$ cat config.mk
export PLATFORM = sky130hd
export DESIGN_NAME = memoryWriter
export DESIGN_NICKNAME = d
export VERILOG_FILES = /design/src/vReadPkg.sv /design/src/memoryWriter.sv
export VERILOG_INCLUDE_DIRS = /design/src
export SDC_FILE = /design/constraint.sdc
export NUM_CORES = 1
export LEC_CHECK = 0
export ABC_AREA = 1
export ABC_CLOCK_PERIOD_IN_PS = 1800
export BUFFER_PORTS_ARGS = -buffer_cell sky130_fd_sc_hd__buf_2
export CORE_MARGIN = 8
export CORE_UTILIZATION = 30
export CTS_CLUSTER_SIZE = 16
export DETAILED_ROUTE_END_ITERATION = 7
export PLACE_DENSITY = 0.76
export REMOVE_ABC_BUFFERS = 1
export SYNTH_ARGS = -nofsm -noshare
export SYNTH_HDL_FRONTEND = slang
export SYNTH_SLANG_ARGS = --single-unit
$ cat constraint.sdc
create_clock -name clk -period 1.8 [get_ports clk]
set_clock_uncertainty 0.1 [all_clocks]
set_input_delay 0.36 -clock clk [delete_from_list [all_inputs] [get_ports clk]]
set_output_delay 0.36 -clock clk [all_outputs]
set_load 0.02 [all_outputs]
$ cat src/vread_defs.svh
`ifndef VREAD_DEFS_SVH
`define VREAD_DEFS_SVH

// data word carried by the bus and stored in the local RAM
`define DATA_W 32

// local RAM address, also the width of generator addresses
`define MEM_ADDR_W 10

// external byte address on the native bus
`define IO_ADDR_W 32

// period, duty and delay counters of the generators
`define PERIOD_W 10

// burst length field, word count minus one
`define LEN_W 8

`endif
$ cat src/vReadPkg.sv
`include "vread_defs.svh"

package vReadPkg;

   // local RAM address
   typedef logic [`MEM_ADDR_W-1:0] memAddr_t;

   // external address on the native bus
   typedef logic [`IO_ADDR_W-1:0] ioAddr_t;

   // period, duty and delay counts
   typedef logic [`PERIOD_W-1:0] period_t;

   // data word
   typedef logic [`DATA_W-1:0] word_t;

   // generator phase, the delay phase is only used by the two-level generator
   typedef enum logic [1:0]
   {
      GEN_IDLE   = 2'd0,
      GEN_DELAY  = 2'd1,
      GEN_ACTIVE = 2'd2
   } genPhase_t;

endpackage

$ cat src/memoryWriter.sv
`timescale 1ns/1ps

module memoryWriter
   import vReadPkg::*;
(
   input  logic     clk,
   input  logic     rst,
   input  logic     genValid,
   output logic     genReady,
   input  memAddr_t genAddr,
   input  logic     dataValid,
   output logic     dataReady,
   input  word_t    dataIn,
   output logic     memEnable,
   output memAddr_t memAddr,
   output word_t    memData
);

   logic     pending;
   memAddr_t heldAddr;
   logic     beat;

   // request data as soon as an address is on offer
   assign dataReady = genValid || pending;
   assign beat      = dataReady && dataValid;

   // the generator is only released by an arriving bus beat
   assign genReady = beat;

   assign memEnable = beat;
   assign memAddr   = pending ? heldAddr : genAddr;
   assign memData   = dataIn;

   always_ff @(posedge clk or posedge rst)
   begin
      if (rst)
         pending <= 1'b0;
      else if (beat)
         pending <= 1'b0;
      else if (genValid)
         pending <= 1'b1;
   end

   // address stays put while the bus stalls
   always_ff @(posedge clk)
   begin
      if (genValid && !pending && !dataValid)
         heldAddr <= genAddr;
   end

endmodule

==> run_results.csv <==
group,metric,value,unit
synthesis,synth_compound_area_frac,0,
synthesis,synth_mux_area_frac,0,
floorplanning,initial_utilization,0.306,
grt,grt_pass1_wl,3280,um
power,power_density,824,mW/mm2
synthesis,yosys.area_share.simple,0.180,
floorplanning,die_y,65.4,um
cts,root_buffer,"clkbuf_4",
outcome,status,"finished clean",
power,p_clk_frac,0.278,
synthesis,synth_area,731,um2
final_layout,drive_gt1_frac,0.386,
setup_path,cp-start-kind,"flip-flop",
cts,clock_sinks,11,
drt,vias_per_cell,4.28,
floorplanning,coreArea,0.00239,mm2
drt,postRouteAntennaNets,0,
power,power_switching,151,uW
placed_design,place_area,654,um2
power,p_sw_frac,0.266,
cts,clk_latency,0.26,ns
timing,worst_pin_slew,0.239,ns
cts,tritoncts,"built",
cts,cts_buffer_depth,2,
floorplanning,die_x,65.4,um
synthesis,synthCells,84,
placed_design,gp_congestion,0.719,
timing,fin_ws,0.145,ns
timing,fin_crit,1.66,ns
synthesis,ys_ff_latch,11,
synthesis,syn_avg_cell_area,8.70,um2
cts,htree_levels,1,
synthesis,synth_top_family_by_area,"buffers and inverters",
timing,fmax,604,MHz
timing,holdWs,0.159,ns
placed_design,hpwl,2010,um
final_layout,fillers,279,
setup_path,crit_arrival,1.20,ns
min_path,hp-class,"primary input to flip-flop",
grt,grt_max_degree,11,
power,pwr-share-seq,0.520,
timing,rsz0062_at_grt,"no",
timing,tns,0,ns
synthesis,ys_types,8,
cts,post_cts_buffers,0,
cts,clk_pin_slew_worst_paths,0.06,ns
drt,vias,484,
placed_design,numPortBuffers,26,
power,internal-power,418,uW
drt,firstDrtPassIters,4,
power,p_leak,0.354,nW
synthesis,yosys_warnings,0,
setup_path,cp-end-kind,"output port",
floorplanning,fp-row-count,18,
power,p_total,569,uW
power,ir_drop,0.314,mV
setup_path,critical_path_class,"flip-flop to output port",
timing,finalHoldViolations,0,
setup_path,worstPathRequired,1.34,ns
timing,drv_slew,0,
final_layout,area_delta_synth_final,-5.48,%
drt,wirelength,2350,um
final_layout,fin_nets,130,
final_layout,final_area,691,um2
floorplanning,die-area,0.00427,mm2
flow_run,drv_cap,0,
timing,slew_headroom,0.841,
synthesis,synth_xor_xnor_area_share,0,
synthesis,synthAdderAreaFrac,0,
power,pwr-share-comb,0.202,
setup_path,crit_fanout,8,
floorplanning,io_pins,91,
drt,drc,0,
cts,cts_made_buffers,3,
final_layout,n_antenna_cell,0,
grt,grt_pass1_vias,539,
synthesis,ys_seq_area_frac,0.445,
grt,grtUsageTotal,0.112,
timing,finalCritPeriodShare,0.920,
grt,antenna_found_initial,0,
timing,finalSetupViolCount,0,
drt,wl_per_cell,20.8,um
drt,drt_iter0_drc,10,
grt,grt-ovfl-total,0,
placed_design,place_ws,0.418,ns
-- layout by cell type (no fill, tap or decap), drive strengths merged --
master and n:
nand2 31, buf 28, edfxtp 10, nor2 4, inv 4, clkbuf 4, dlygate4sd3 1, dfrtp 1
-- power by group through the flow --
stage	clock (mW)	sequential, mW	combinational [mW]
3_5_place_dp	0	0.302	0.116
4_1_cts	0.167	0.296	0.118
5_1_grt	0.180	0.297	0.127
6_report	0.158	0.296	0.115
3_3_place_gp	0	0.301	0.115
2_1_floorplan	0	0.302	0.0616
-- stage by stage --
step,util,std cells
after floorplan,-,50
after global placement,0.274,108
after detailed placement,0.274,108
after CTS,0.289,113
after global routing,0.289,113
final,0.289,113
-- routing by layer --
layer | share of wire | global-route usage
met2 | 0.34 | 0.113
met5 | 0 | 0
met3 | 0.27 | 0.153
met4 | 0.0072 | 0.0327
met1 | 0.38 | 0.126
-- synth_stat cells (all sizes together) --
cell	number	area, um2
edfxtp	10	300
nor2	4	15.0
inv	4	15.0
dfrtp	1	25.0
buf	34	259
nand2	31	116
-- path summary, 6_finish.rpt --
check / startpoint / to / slack [ns] / depth (start not counted)
max in group asynchronous: rst / pending / 1.14 / 3
min: dataValid / pending / 0.16 / 2
min reg2reg: pending / pending / 0.60 / 2
min in group asynchronous: rst / pending / 0.37 / 3
max: pending / memAddr[1] / 0.14 / 4
max reg2reg: pending / heldAddr[6] / 0.63 / 2
-- state kept, by name (all words and copies together) (netlist names) --
register	count
pending	1
heldAddr	10
-- cell type report --
type                    count  area (um2)  area share
multi-input cells          35         131       0.190
well taps                  30        37.5      0.0543
flip-flops and latches     11         325       0.471
clock buffers               4        26.3      0.0380
inverters                   4        15.0      0.0217
repair buffers             29         155       0.225
-- logic make-up (layout without fill, tap and decap cells) --
group                  Yosys count  count (layout)
and+or+nand+nor                 35              35
buffers and inverters           38              37
DFF                             11              11
-- what timing repair did --
item | 4_1_cts | 5_1_grt
gates resized for setup | 0 | 0
hold endpoints to repair | 1 | 0
hold buffers | 1 | 0
-- critical path: stages (launching register included) --
cell,delay (ns)
dfrtp_1,0.47
buf_4,0.19
nand2_1,0.05
nand2_1,0.06
buf_2,0.16
Note: power is estimated with default switching activity, not from simulation.
