## src/vread_defs.svh

```systemverilog
`ifndef VREAD_DEFS_SVH
`define VREAD_DEFS_SVH

// data word carried by the bus and stored in the local RAM
`define DATA_W 32

// local RAM address, also the width of generator addresses
`define MEM_ADDR_W 10

// external byte address on the native bus
`define IO_ADDR_W 32

// period, duty and delay counters of the generators
`define PERIOD_W 10

// burst length field, word count minus one
`define LEN_W 8

`endif
```

## src/vReadPkg.sv

```systemverilog
`include "vread_defs.svh"

package vReadPkg;

   // local RAM address
   typedef logic [`MEM_ADDR_W-1:0] memAddr_t;

   // external address on the native bus
   typedef logic [`IO_ADDR_W-1:0] ioAddr_t;

   // period, duty and delay counts
   typedef logic [`PERIOD_W-1:0] period_t;

   // data word
   typedef logic [`DATA_W-1:0] word_t;

   // generator phase, the delay phase is only used by the two-level generator
   typedef enum logic [1:0]
   {
      GEN_IDLE   = 2'd0,
      GEN_DELAY  = 2'd1,
      GEN_ACTIVE = 2'd2
   } genPhase_t;

endpackage

```

## src/addressGen2.sv

```systemverilog
`timescale 1ns/1ps

module addressGen2
   import vReadPkg::*;
(
   input  logic     clk,
   input  logic     rst,
   input  logic     run,
   input  memAddr_t iterations,
   input  memAddr_t start,
   input  memAddr_t shift,
   input  memAddr_t incr,
   input  memAddr_t iterations2,
   input  memAddr_t shift2,
   input  memAddr_t incr2,
   input  period_t  period,
   input  period_t  duty,
   input  period_t  delay,
   input  period_t  period2,
   output memAddr_t addr,
   output logic     memEn,
   output logic     done
);

   genPhase_t phase;
   period_t   delayCnt;
   memAddr_t  iterCnt;
   period_t   perCnt;
   memAddr_t  iter2Cnt;
   period_t   per2Cnt;
   memAddr_t  addrAcc;
   memAddr_t  outerAddr;
   logic      inDuty;
   logic      lastStep;
   logic      lastIter;
   logic      lastPer2;
   logic      lastIter2;
   period_t   lastDutyStep;
   logic      finalStep;
   memAddr_t  stepIncr;
   memAddr_t  outerNext;

   assign inDuty    = (perCnt < duty);
   assign lastStep  = (perCnt == period - 1'b1);
   assign lastIter  = (iterCnt == iterations - 1'b1);
   assign lastPer2  = (per2Cnt == period2 - 1'b1);
   assign lastIter2 = (iter2Cnt == iterations2 - 1'b1);
   assign stepIncr  = inDuty ? incr : '0;

   // last emitting step of a period, used to stop right after the final enable
   assign lastDutyStep = ((duty < period) ? duty : period) - 1'b1;
   assign finalStep    = lastIter && lastPer2 && lastIter2 &&
                         (lastStep || (perCnt == lastDutyStep));

   // outer level steps by incr2 and adds shift2 at the end of its period
   assign outerNext = outerAddr + incr2 + (lastPer2 ? shift2 : '0);

   assign memEn = (phase == GEN_ACTIVE) && inDuty;
   assign addr  = addrAcc;

   always_ff @(posedge clk or posedge rst)
   begin
      if (rst)
      begin
         phase     <= GEN_IDLE;
         delayCnt  <= '0;
         iterCnt   <= '0;
         perCnt    <= '0;
         iter2Cnt  <= '0;
         per2Cnt   <= '0;
         addrAcc   <= '0;
         outerAddr <= '0;
         done      <= 1'b0;
      end
      else if (run)
      begin
         phase     <= (delay == '0) ? GEN_ACTIVE : GEN_DELAY;
         delayCnt  <= delay;
         iterCnt   <= '0;
         perCnt    <= '0;
         iter2Cnt  <= '0;
         per2Cnt   <= '0;
         addrAcc   <= start;
         outerAddr <= start;
         done      <= 1'b0;
      end
      else
      begin
         case (phase)
            GEN_DELAY:
            begin
               if (delayCnt == 1'b1)
                  phase <= GEN_ACTIVE;
               delayCnt <= delayCnt - 1'b1;
            end
            GEN_ACTIVE:
            begin
               if (finalStep)
               begin
                  phase <= GEN_IDLE;
                  done  <= 1'b1;
               end
               else if (lastStep)
               begin
                  perCnt <= '0;
                  if (lastIter)
                  begin
                     // inner sweep finished, restart it from the next outer base
                     iterCnt   <= '0;
                     addrAcc   <= outerNext;
                     outerAddr <= outerNext;
                     if (lastPer2)
                     begin
                        per2Cnt  <= '0;
                        iter2Cnt <= iter2Cnt + 1'b1;
                     end
                     else
                     begin
                        per2Cnt <= per2Cnt + 1'b1;
                     end
                  end
                  else
                  begin
                     iterCnt <= iterCnt + 1'b1;
                     addrAcc <= addrAcc + stepIncr + shift;
                  end
               end
               else
               begin
                  perCnt  <= perCnt + 1'b1;
                  addrAcc <= addrAcc + stepIncr;
               end
            end
            default:
               ;
         endcase
      end
   end

endmodule

```

## config.mk

```make
export PLATFORM = sky130hd
export DESIGN_NAME = addressGen2
export DESIGN_NICKNAME = d
export VERILOG_FILES = /design/src/vReadPkg.sv /design/src/addressGen2.sv
export VERILOG_INCLUDE_DIRS = /design/src
export SDC_FILE = /design/constraint.sdc
export NUM_CORES = 1
export LEC_CHECK = 0
export BUFFER_PORTS_ARGS = -buffer_cell sky130_fd_sc_hd__buf_2
export CORE_UTILIZATION = 35
export CTS_CLUSTER_SIZE = 25
export DETAILED_ROUTE_END_ITERATION = 7
export SLEW_MARGIN = 20
export SYNTH_ARGS = -nofsm -noshare
export SYNTH_HDL_FRONTEND = slang
export SYNTH_SLANG_ARGS = --single-unit
```

## constraint.sdc

```tcl
create_clock -name clk -period 5.5 [get_ports clk]
set_input_delay 0.55 -clock clk [delete_from_list [all_inputs] [get_ports clk]]
set_output_delay 0.55 -clock clk [all_outputs]
set_load 0.01 [all_outputs]
```

==> impl_results.md <==
- Outcome: finished, final reports clean
- Hold Path Depth: 3
- Syn-to-layout area delta: 16.87%
- Die area: 22,510 um^2
- CP Data Required Time: 5.73 ns
- Tcrit/Tclk final: 94.68%
- CTS Buf Count: 9
- Final Max Slew Viols: 0
- Share of flip-flops with an asynchronous set or reset: 100.0%
- Synth area leaders: dfrtp_1 (24%), ha_1 (9.0%), xnor2_1 (7.4%)
- Initial antenna violation count: 1
- XOR/XNOR share of the synthesized area: 12.33%
- Syn Std Cell Area: 7671 um^2
- Hpwl dp: 16,570 um
- Final wirelength: 20,950 um
- Inst Count DP: 1,337
- CTS sink cnt: 73
- Reg2Reg Depth: 25
- Number of distinct library cells after synthesis: 86
- Post-synthesis compound-gate area fraction: 17.35%
- M1 GR Usage: 26.04%
- Fin. Hold Viols: 0
- Worst setup EP type: flop
- CP Class: flop to flop
- Ys Warns: 0
- Slew @ Worst Pin: 0.9960 ns
- Width of the die: 150.0 um
- Syn Nets: 1,132
- R2R Path End: addr[9]
- Post-synth EDFFs: 0
- H-tree depth: 3
- Crit-path max FO: 11
- # nets final: 1,253
- Gr ovfl total: 0
- Peak VDD IR: 0.0001605 V
- Leading area contributor after synthesis: dfrtp_1
- Top-area cell type share of the netlist area: 23.81%
- Adder-Cell Fraction of Synth Area: 12.10%
- Beginning of the worst hold path: delay[5]
- Largest family of logic cells by synthesized area: simple AND/OR/NAND/NOR gates
- Syn avg cell area: 8.058 um^2
- Startpoint Class: flop
- Die Height: 150.0 um
- Fin cells: 1,355
- Met2 GRT Util: 30.05%
- Max-slew headroom: 33.60%
- Antenna Violating Nets Remaining: 0
- PwrDens: 233.0 nW/um^2
- Core Footprint: 21,290 um^2
- Synthesized instance count: 952
- Top FF cell, synth: dfrtp_1
- GR peak layer: met2
- DR DRC count: 0
- Worst-case clock buffer depth: 2
- Fmax: 192.0 MHz
- Global Route Usage Sum: 18.70%
- RR Startpoint: perCnt[1]
- Port Buf Inserts: 124
- Clock skew: 0.01232 ns
- Vias: 7,213
- Global-route wire length before repair: 33,350 um
- Routed len/inst: 15.46 um
- Final setup vio count: 0
- Pin count of the biggest net entering global routing: 74
- Root Driver: clkbuf_16
- CTS tree: done
- Rows: 53
- Initial drt markers: 482
- #FFs+latches synth: 73
- Worst Hold End: delayCnt[5]
- Sequential share of the synthesized area: 23.81%
- Layout cell share with drive strength beyond 1: 18.65%
- HP Class: input port to flop
- Worst-Skew Late Latency: 0.35 ns
- Reg2reg setup slack: 0.29 ns
- CP Data Arrival Time: 5.44 ns
- Hold WS: 0.4287 ns
- Mux cell area share after synthesis: 3.083%
- DR pass1 iterations: 6
- GP Congestion: 0.8549
- Initial Util: 36.04%
- Leak pwr: 3.992 nW
- Max Cap Viol: 0
- Top-level port count: 125
- Final min period: 5.207 ns
- Fraction of the mapped netlist area in simple logic gates: 26.73%
- Most common cell after layout, fill and taps aside: buf_2
- Clock transition at path regs: 0.06 ns
- Commonest non-fill, non-tap cells in the layout: buf_2 (124), nand2_1 (96), nor2_1 (85)
- Vias in the first global route: 6,679
- Met3 usage: 2.043%
- Vias/cell: 5.323
==> layout make-up <==
cell class,count,area [um^2]
antenna,2,5.005
clock buffer,13,270.3
clock inverter,3,46.29
fill,2183,12320
inverter,47,176.4
multi-input combinational,796,5510
sequential,73,1827
tap,275,344.1
timing repair buffer,146,785.8
==> power breakdown <==
part | internal, W | total [W] | switching, W
Combinational | 0.000375 | 0.000820 | 0.000445
Sequential | 0.000584 | 0.000637 | 0.0000524
Clock | 0.000391 | 0.000633 | 0.000242
==> worst max-delay path, cell delays in order (launching register included) <==
cell       delay, ns
dfrtp_1         0.40
ha_1            0.28
inv_1           0.03
o21ai_0         0.19
a31oi_2         0.16
nor2_1          0.11
o21ai_0         0.10
a21o_2          0.27
and2_1          0.18
ha_1            0.20
fa_1            0.40
a21o_1          0.18
a21oi_2         0.17
o21bai_1        0.09
a21oi_1         0.23
xnor2_1         0.12
ha_1            0.24
a2111oi_2       0.37
nor3_1          0.15
a21o_1          0.20
a21oi_1         0.16
xor2_1          0.19
nor2b_1         0.17
mux2_2          0.17
nor3_1          0.05
o311a_1         0.29
==> sequential cells by signal, indices dropped and copies added, names as in the netlist <==
register / count
delayCnt: 10
iterCnt: 10
per2Cnt: 10
outerAddr: 10
perCnt: 10
iter2Cnt: 10
done: 1
phase: 2
addr: 10
==> metal layers <==
metal	vias up	routed length [um]
met4	0	306
met1	3395	10340
met5	-	0
met3	21	806
met2	157	9499
li1	3640	-
==> logic make-up after synthesis <==
family                     after synthesis
AOI/OAI and AO/OA                      205
adders and majority gates               67
DFF                                     73
xor gates and xnor gates               108
muxes                                   23
and+or+nand+nor                        393
buffers and inverters                   83
==> Yosys cell counts, drive strengths merged (13+ instances only) <==
| cell | n |
|---|---|
| nand2b | 14 |
| nor2b | 13 |
| nor4 | 15 |
| xnor2 | 65 |
| dfrtp | 73 |
| nand3 | 36 |
| o21ai | 65 |
| clkbuf | 24 |
| inv | 46 |
| a21oi | 43 |
| xor2 | 43 |
| nand2 | 98 |
| nor3 | 44 |
| ha | 55 |
| mux2i | 18 |
| and2 | 21 |
| nand4 | 14 |
| nor2 | 87 |
==> stage by stage <==
| stage | cell area [um^2] | worst slack, ns | util, % | power [W] | TNS [ns] |
|---|---|---|---|---|---|
| 4_1_cts | 8942 | 0.1634 | 42.01 | 0.002102 | 0 |
| 2_1_floorplan | 7671 | 0.5240 | - | 0.001242 | 0 |
| 6_report | 8965 | 0.2928 | 42.11 | 0.002089 | 0 |
| 3_5_place_dp | 8626 | -0.09964 | 40.52 | 0.001456 | -0.09964 |
| 3_3_place_gp | 8626 | 0.08358 | 40.52 | 0.001449 | 0 |
| 5_1_grt | 8962 | -0.0005547 | 42.10 | 0.002242 | -0.0005547 |
==> timing repair <==
action / CTS / global route
resized for setup: 0 / 5
buffers inserted: 0 / 0
hold buffers: 0 / 0
endpoints found under the setup margin: 0 / 1
==> worst max-delay path by stage <==
stage | slack, ns | endpoint | start
4_1_cts | 0.16 | addr[9] | perCnt[1]
6_report | 0.29 | addr[9] | perCnt[1]
5_1_grt | -0.0006 | addr[9] | perCnt[1]
3_3_place_gp | 0.08 | addr[9] | duty[1]
3_5_place_dp | -0.1 | addr[9] | duty[1]
2_1_floorplan | 0.52 | addr[9] | period2[0]
No activity file was read; power rests on OpenSTA's default activity.
