==> src/vread_defs.svh <==
`ifndef VREAD_DEFS_SVH
`define VREAD_DEFS_SVH

// data word carried by the bus and stored in the local RAM
`define DATA_W 32

// local RAM address, also the width of generator addresses
`define MEM_ADDR_W 10

// external byte address on the native bus
`define IO_ADDR_W 32

// period, duty and delay counters of the generators
`define PERIOD_W 10

// burst length field, word count minus one
`define LEN_W 8

`endif
==> src/vReadPkg.sv <==
`include "vread_defs.svh"

package vReadPkg;

   // local RAM address
   typedef logic [`MEM_ADDR_W-1:0] memAddr_t;

   // external address on the native bus
   typedef logic [`IO_ADDR_W-1:0] ioAddr_t;

   // period, duty and delay counts
   typedef logic [`PERIOD_W-1:0] period_t;

   // data word
   typedef logic [`DATA_W-1:0] word_t;

   // generator phase, the delay phase is only used by the two-level generator
   typedef enum logic [1:0]
   {
      GEN_IDLE   = 2'd0,
      GEN_DELAY  = 2'd1,
      GEN_ACTIVE = 2'd2
   } genPhase_t;

endpackage

==> src/addressGen.sv <==
`timescale 1ns/1ps

module addressGen
   import vReadPkg::*;
(
   input  logic     clk,
   input  logic     rst,
   input  logic     run,
   input  memAddr_t iterations,
   input  period_t  period,
   input  period_t  duty,
   input  memAddr_t shift,
   input  memAddr_t incr,
   output logic     valid,
   input  logic     ready,
   output memAddr_t addr,
   output logic     done
);

   genPhase_t phase;
   memAddr_t  iterCnt;
   period_t   perCnt;
   memAddr_t  addrAcc;
   logic      inDuty;
   logic      lastStep;
   logic      lastIter;
   logic      advance;
   memAddr_t  stepIncr;

   assign inDuty   = (perCnt < duty);
   assign lastStep = (perCnt == period - 1'b1);
   assign lastIter = (iterCnt == iterations - 1'b1);

   // steps outside the duty window pass without waiting for the consumer
   assign advance  = (phase == GEN_ACTIVE) && (!inDuty || ready);
   assign stepIncr = inDuty ? incr : '0;

   assign valid = (phase == GEN_ACTIVE) && inDuty;
   assign addr  = addrAcc;

   always_ff @(posedge clk or posedge rst)
   begin
      if (rst)
      begin
         phase   <= GEN_IDLE;
         iterCnt <= '0;
         perCnt  <= '0;
         addrAcc <= '0;
         done    <= 1'b0;
      end
      else if (run)
      begin
         phase   <= GEN_ACTIVE;
         iterCnt <= '0;
         perCnt  <= '0;
         addrAcc <= '0;
         done    <= 1'b0;
      end
      else if (advance)
      begin
         if (lastStep)
         begin
            // end of period, shift comes on top of the step increment
            perCnt  <= '0;
            addrAcc <= addrAcc + stepIncr + shift;
            if (lastIter)
            begin
               phase <= GEN_IDLE;
               done  <= 1'b1;
            end
            else
            begin
               iterCnt <= iterCnt + 1'b1;
            end
         end
         else
         begin
            perCnt  <= perCnt + 1'b1;
            addrAcc <= addrAcc + stepIncr;
         end
      end
   end

endmodule

==> config.mk <==
export PLATFORM = sky130hd
export DESIGN_NAME = addressGen
export DESIGN_NICKNAME = d
export VERILOG_FILES = /design/src/vReadPkg.sv /design/src/addressGen.sv
export VERILOG_INCLUDE_DIRS = /design/src
export SDC_FILE = /design/constraint.sdc
export NUM_CORES = 1
export LEC_CHECK = 0
export BUFFER_PORTS_ARGS = -buffer_cell sky130_fd_sc_hd__buf_2
export CAP_MARGIN = 5
export CORE_ASPECT_RATIO = 1.25
export CORE_UTILIZATION = 48
export CTS_CLUSTER_SIZE = 28
export DETAILED_ROUTE_END_ITERATION = 10
export PLACE_DENSITY = 0.69
export SLEW_MARGIN = 40
export SYNTH_ARGS = -nofsm -noshare
export SYNTH_HDL_FRONTEND = slang
export SYNTH_SLANG_ARGS = --single-unit
==> constraint.sdc <==
create_clock -name clk -period 12.73 [get_ports clk]
set_clock_uncertainty 0.2 [all_clocks]
set_input_delay 2.546 -clock clk [delete_from_list [all_inputs] [get_ports clk]]
set_output_delay 2.546 -clock clk [all_outputs]
set_load 0.005 [all_outputs]
==> results of run 1 <==
## cells in the mapped netlist (2+ instances only)
master	count	area, um^2
a211o_1	3	26.3
nor2_1	51	191
xnor2_1	18	158
nand2b_1	8	50.1
a31oi_1	3	18.8
o21ai_0	10	50.1
dfrtp_1	32	801
nand2_1	18	67.6
ha_1	32	400
o2111ai_1	9	78.8
mux2i_1	4	40.0
and4_1	2	17.5
inv_1	27	101
clkbuf_1	9	33.8
nor3_1	12	60.1
a21o_1	5	37.5
nand4_1	9	56.3
buf_2	3	15.0
and2_1	11	68.8
a2111oi_4	2	55.1
a211oi_1	8	60.1
nor2b_1	12	75.1
fa_1	2	40.0
nand3_1	10	50.1
xor2_1	25	219
nand3b_1	3	22.5
mux2_1	6	67.6
a21oi_1	26	130
o211ai_1	5	37.5
and3_1	7	43.8
## routing by layer
layer	vias up	part of all wire	track usage
li1	1545	-	-
met1	1450	0.43	0.262
met2	78	0.52	0.426
met3	13	0.034	0.0275
met4	0	0.020	0.0896
met5	-	0	0
## metrics by stage
step	util	cell area, um^2	hold slack (ns)	cells	total power, W
after floorplan	-	3380	0.270	400	0.000205
after global placement	0.566	3790	0.295	542	0.000235
after detailed placement	0.567	3790	0.310	542	0.000239
after CTS	0.583	3900	0.321	550	0.000337
after global routing	0.583	3900	0.345	550	0.000360
final	0.583	3900	0.316	550	0.000336
## worst max-delay path: stages
cell and delay, ns:
buf_2 0.08, inv_1 0.03, ha_1 0.29, a21oi_1 0.21, nand2_1 0.08, o21a_1 0.18, o22ai_1 0.13, buf_4 0.22
and2_1 0.15, ha_1 0.18, inv_1 0.06, fa_1 0.39, nor2b_1 0.12, o21ai_0 0.10, a21boi_0 0.25, o21ai_0 0.14
nand2_1 0.10, xor2_1 0.20, ha_1 0.30, nor2_1 0.11, nor2_1 0.06, a31o_2 0.25, a21oi_1 0.18, xor2_1 0.11
a211o_1 0.27, a21oi_1 0.16, mux2_2 0.35
## state kept, by name (all words and copies together) (netlist names)
register,flops
addr,10
iterCnt,10
perCnt,10
done,1
phase,1
## worst min path at each step
stage | cells past startpoint | endpoint | slack [ns]
floorplan | 1 | phase[1]$_DFFE_PP0P_ | 0.27
global placement | 1 | phase[1]$_DFFE_PP0P_ | 0.29
detailed placement | 2 | done$_DFFE_PP0P_ | 0.31
CTS | 2 | done$_DFFE_PP0P_ | 0.32
global route | 2 | done$_DFFE_PP0P_ | 0.35
finish | 2 | done$_DFFE_PP0P_ | 0.32
## cells by family (layout without fill, tap and decap cells)
logic type | after synthesis | after routing | share of synthesized area
XOR/XNOR | 44 | 44 | 0.116
AO/OA/AOI/OAI | 82 | 82 | 0.182
adder cells (fa/ha/maj) | 34 | 34 | 0.130
buffers and inverters | 39 | 102 | 0.0444
flip-flops | 32 | 32 | 0.237
AND/OR/NAND/NOR | 157 | 157 | 0.251
multiplexers | 12 | 12 | 0.0396
## layout make-up
class | count | area [um^2]
Multi-Input combinational cell | 329 | 2440
Tap cell | 87 | 109
Timing Repair Buffer | 67 | 340
Clock buffer | 6 | 72.6
Sequential cell | 32 | 801
Fill cell | 648 | 2790
Clock inverter | 2 | 35.0
Inverter | 27 | 101
## power groups by stage
stage / clock [W] / sequential [W] / combinational [W]
6_report: 0.0000987 / 0.000110 / 0.000128
5_1_grt: 0.000105 / 0.000110 / 0.000145
3_3_place_gp: 0 / 0.000112 / 0.000124
4_1_cts: 0.0000997 / 0.000110 / 0.000128
3_5_place_dp: 0 / 0.000112 / 0.000127
2_1_floorplan: 0 / 0.000111 / 0.0000936
==> results.json, run 1 <==
{
  "clock_power_share": 0.294,
  "clk_latency_ns": 0.29,
  "critPathLaunchType": "primary input",
  "grt_start_max_net_pins": 42,
  "drive_above_1_share": 0.199,
  "ys_warn_count": 0,
  "max_freq_ghz": 0.138,
  "drc": 0,
  "layout_common_cells": "65 x buf_2, 51 x nor2_1, 32 x ha_1, 32 x dfrtp_1, 27 x inv_1",
  "nets": 550,
  "endpoint_kind": "register",
  "port_buffers": 65,
  "drt_wl_total_mm": 7.85,
  "r2r_start": "perCnt[7]$_DFFE_PP0P_",
  "track_usage": 0.227,
  "synthDistinctLibCells": 58,
  "mappedNetlistArea_um2": 3380,
  "synthArstFlopShare": 1.00,
  "die-area_um2": 7390,
  "ant_nets": 0,
  "place_congestion": 0.811,
  "grt_pass1_wl_mm": 13.4,
  "viasPerCell": 5.61,
  "vias": 3086,
  "synthToLayoutAreaGrowth_pct": 15.3,
  "synth-edff-count": 0,
  "path_clk_slew_ns": 0.07,
  "grt_pass1_vias": 3067,
  "worstPathMaxFanout": 14,
  "worst_slew_pin_slew_ns": 0.738,
  "run_status": "completed",
  "p_sw_frac": 0.343,
  "worstHoldStart": "done$_DFFE_PP0P_",
  "dp.final_hpwl_mm": 6.14,
  "setup_ws_ns": 5.46,
  "rows": 33,
  "rsz0062_at_grt": "no",
  "seq_area_frac_synth": 0.237,
  "cts_buffer_depth": 2,
  "cts_resized": 0,
  "core_um2": 6690,
  "tns_ns": 0,
  "power_frac_seq": 0.326,
  "worstSetupPathType": "primary input to register",
  "final-max-slew-violation-count": 0,
  "crit_end": "addr[9]$_DFFE_PP0P_",
  "pre_cts_slack_ns": 5.19,
  "overflow": 0,
  "finalCritPeriodShare": 0.571,
  "clockRootBuffer": "clkbuf_8",
  "dieWidth_um": 77.1,
  "dr.pass1.iters": 4,
  "setup-violations-final": 0,
  "synthCells": 400,
  "ys_seq_elements": 32,
  "period_minus_slack_ns": 7.27,
  "die_h_um": 95.9,
  "r2r_slack_ns": 7.35,
  "drt_iter0_markers": 182,
  "rr_endpoint": "addr[9]$_DFFE_PP0P_",
  "drv_cap": 0,
  "slew_headroom": 0.508,
  "post_drt_wl_per_cell_um": 14.3,
  "p_switching_w": 0.000115,
  "p_per_area_nw_per_um2": 86.1,
  "syn-num-nets": 488,
  "p_int_w": 0.000221,
  "power_frac_comb": 0.380,
  "cts_tree": "done",
  "synth_flop_cell": "dfrtp_1",
  "vdd_drop_max_mv": 0.0630,
  "syn_area_per_cell_um2": 8.46,
  "insertedDiodeCount": 0,
  "initial_utilization": 0.506,
  "critPathLaunch": "duty[5]",
  "r2r_cells": 24,
  "clkSinkCount": 32,
  "hold_viol": 0,
  "io-pin-count": 66,
  "cp.arrival_ns": 7.24,
  "htreeDepth": 2,
  "cp_data_required_time_ns": 12.70,
  "cts-buffers-inserted": 5,
  "hold_path.class": "register to register",
  "final_common_cell": "buf_2",
  "antenna_found_initial": 0,
  "ctsHoldBuffers": 0,
  "cts_setup_buffers": 0,
  "p_leak_nw": 1.89
}
Power figures use the tool's default switching activity.
==> run 2, diff against run 1 <==
clock period = 7 ns   (was 12.73 ns; I/O delays follow)
==> results.json, run 2 (same netlist as run 1, synthesis figures left out) <==
{
  "run_status": "completed",
  "worst_slew_pin_slew_ns": 0.726,
  "endpoint_kind": "register",
  "grt_pass1_wl_mm": 13.6,
  "post-route-util": 0.586,
  "dr.pass1.iters": 4,
  "clock_power_share": 0.315,
  "power_frac_seq": 0.316,
  "drive_above_1_share": 0.201,
  "path_clk_slew_ns": 0.07,
  "setup-violations-final": 0,
  "cts-buffers-inserted": 5,
  "p_sw_frac": 0.331,
  "io-pin-count": 66,
  "rows": 33,
  "worstPathMaxFanout": 6,
  "worstSetupPathType": "primary input to register",
  "htreeDepth": 2,
  "die_h_um": 95.9,
  "p_per_area_nw_per_um2": 161,
  "grt_start_max_net_pins": 42,
  "die-area_um2": 7390,
  "layout_common_cells": "65 x buf_2, 51 x nor2_1, 32 x ha_1, 32 x dfrtp_1, 27 x inv_1",
  "cp.arrival_ns": 6.19,
  "antenna_found_initial": 0,
  "drt_iter0_markers": 118,
  "max_freq_ghz": 0.161,
  "rsz0062_at_grt": "no",
  "final_common_cell": "buf_2",
  "final-max-slew-violation-count": 0,
  "cts_setup_buffers": 0,
  "insertedDiodeCount": 0,
  "cp_data_required_time_ns": 6.97,
  "tns_ns": 0,
  "regArea_um2": 801,
  "dp.final_hpwl_mm": 6.17,
  "drc": 0,
  "n_fill_cell": 646,
  "clk_latency_ns": 0.28,
  "hold_path.class": "register to register",
  "place_congestion": 0.824,
  "core_um2": 6690,
  "nets": 550,
  "drv_cap": 0,
  "vias": 3065,
  "drt_wl_total_mm": 7.84,
  "slew_headroom": 0.516,
  "viasPerCell": 5.57,
  "cts_tree": "done",
  "ant_nets": 0,
  "initial_utilization": 0.506,
  "overflow": 0,
  "instances_no_fill": 550,
  "cts_buffer_depth": 2,
  "power_frac_comb": 0.369,
  "p_switching_w": 0.000209,
  "cts_resized": 0,
  "grt_pass1_vias": 3016,
  "port_buffers": 65,
  "p_leak_nw": 1.90,
  "synthToLayoutAreaGrowth_pct": 15.9,
  "clkSinkCount": 32,
  "ctsHoldBuffers": 0,
  "clockRootBuffer": "clkbuf_8",
  "period_minus_slack_ns": 6.22,
  "vdd_drop_max_mv": 0.112,
  "placed_cells": 542,
  "finalCritPeriodShare": 0.889,
  "hold_ws_ns": 0.308,
  "track_usage": 0.229,
  "p_int_w": 0.000421,
  "dieWidth_um": 77.1,
  "critPathLaunchType": "primary input",
  "hold_viol": 0,
  "post_drt_wl_per_cell_um": 14.2,
  "multi_input_area_um2": 2440
}
run 2: changes by cell type in the layout (fill, tap and decap cells not counted):
cell | previous run | this run
clkbuf_8 | 5 | 7
clkinv_2 | 1 | 0
clkbuf_1 | 1 | 0
run 2: layout make-up:
type,count,share of cell area
multi-input cells,329,0.623
clock buffers,7,0.0246
repair buffers,67,0.0868
well taps,87,0.0278
clock inverters,1,0.00766
inverters,27,0.0258
flip-flops and latches,32,0.204
run 2: power groups by stage:
stage | Sequential [W] | Combinational (W) | Clock [W]
after floorplan | 0.000202 | 0.000170 | 0
after global placement | 0.000203 | 0.000225 | 0
after detailed placement | 0.000203 | 0.000231 | 0
after CTS | 0.000199 | 0.000233 | 0.000202
after global routing | 0.000200 | 0.000264 | 0.000211
final | 0.000199 | 0.000233 | 0.000198
run 2: worst paths after layout:
kind                                            start                      to  slack [ns]  cells after the start
worst max-delay path                          duty[5]     addr[9]$_DFFE_PP0P_        0.78                     26
worst min-delay path                 done$_DFFE_PP0P_        done$_DFFE_PP0P_        0.31                      2
worst max register to register  perCnt[7]$_DFFE_PP0P_     addr[9]$_DFFE_PP0P_        1.51                     23
worst min register to register       done$_DFFE_PP0P_        done$_DFFE_PP0P_        0.31                      2
max in group asynchronous                         rst  iterCnt[5]$_DFFE_PP0P_        5.31                      3
min in group asynchronous                         rst        done$_DFFE_PP0P_        0.99                      3
run 2: metrics by stage:
step	power, W	setup slack, ns	instance area [um^2]
5_1_grt	0.000675	0.364	3920
3_5_place_dp	0.000434	0.454	3790
2_1_floorplan	0.000372	0.907	3380
3_3_place_gp	0.000427	0.605	3790
4_1_cts	0.000634	0.737	3920
6_report	0.000630	0.779	3920
run 2: critical path: stages:
cell       delay, ns
buf_2           0.08
inv_1           0.03
ha_1            0.29
a21oi_1         0.19
nand2_1         0.09
o21a_1          0.18
o22ai_1         0.41
and2_1          0.21
ha_1            0.16
inv_1           0.05
fa_1            0.39
nor2b_1         0.12
o21ai_0         0.10
a21boi_0        0.24
o21ai_0         0.14
nand2_1         0.10
xor2_1          0.09
ha_1            0.23
nor3_1          0.19
o2111ai_1       0.15
a31o_2          0.26
a21oi_1         0.20
xor2_1          0.11
a211o_1         0.28
a21oi_1         0.16
mux2_2          0.34
run 2: routing by layer:
metal	part of all wire	vias up	GRT usage
met2	0.50	55	0.429
li1	-	1553	-
met4	0.018	0	0.0786
met1	0.45	1446	0.273
met5	0	-	0
met3	0.028	11	0.0265
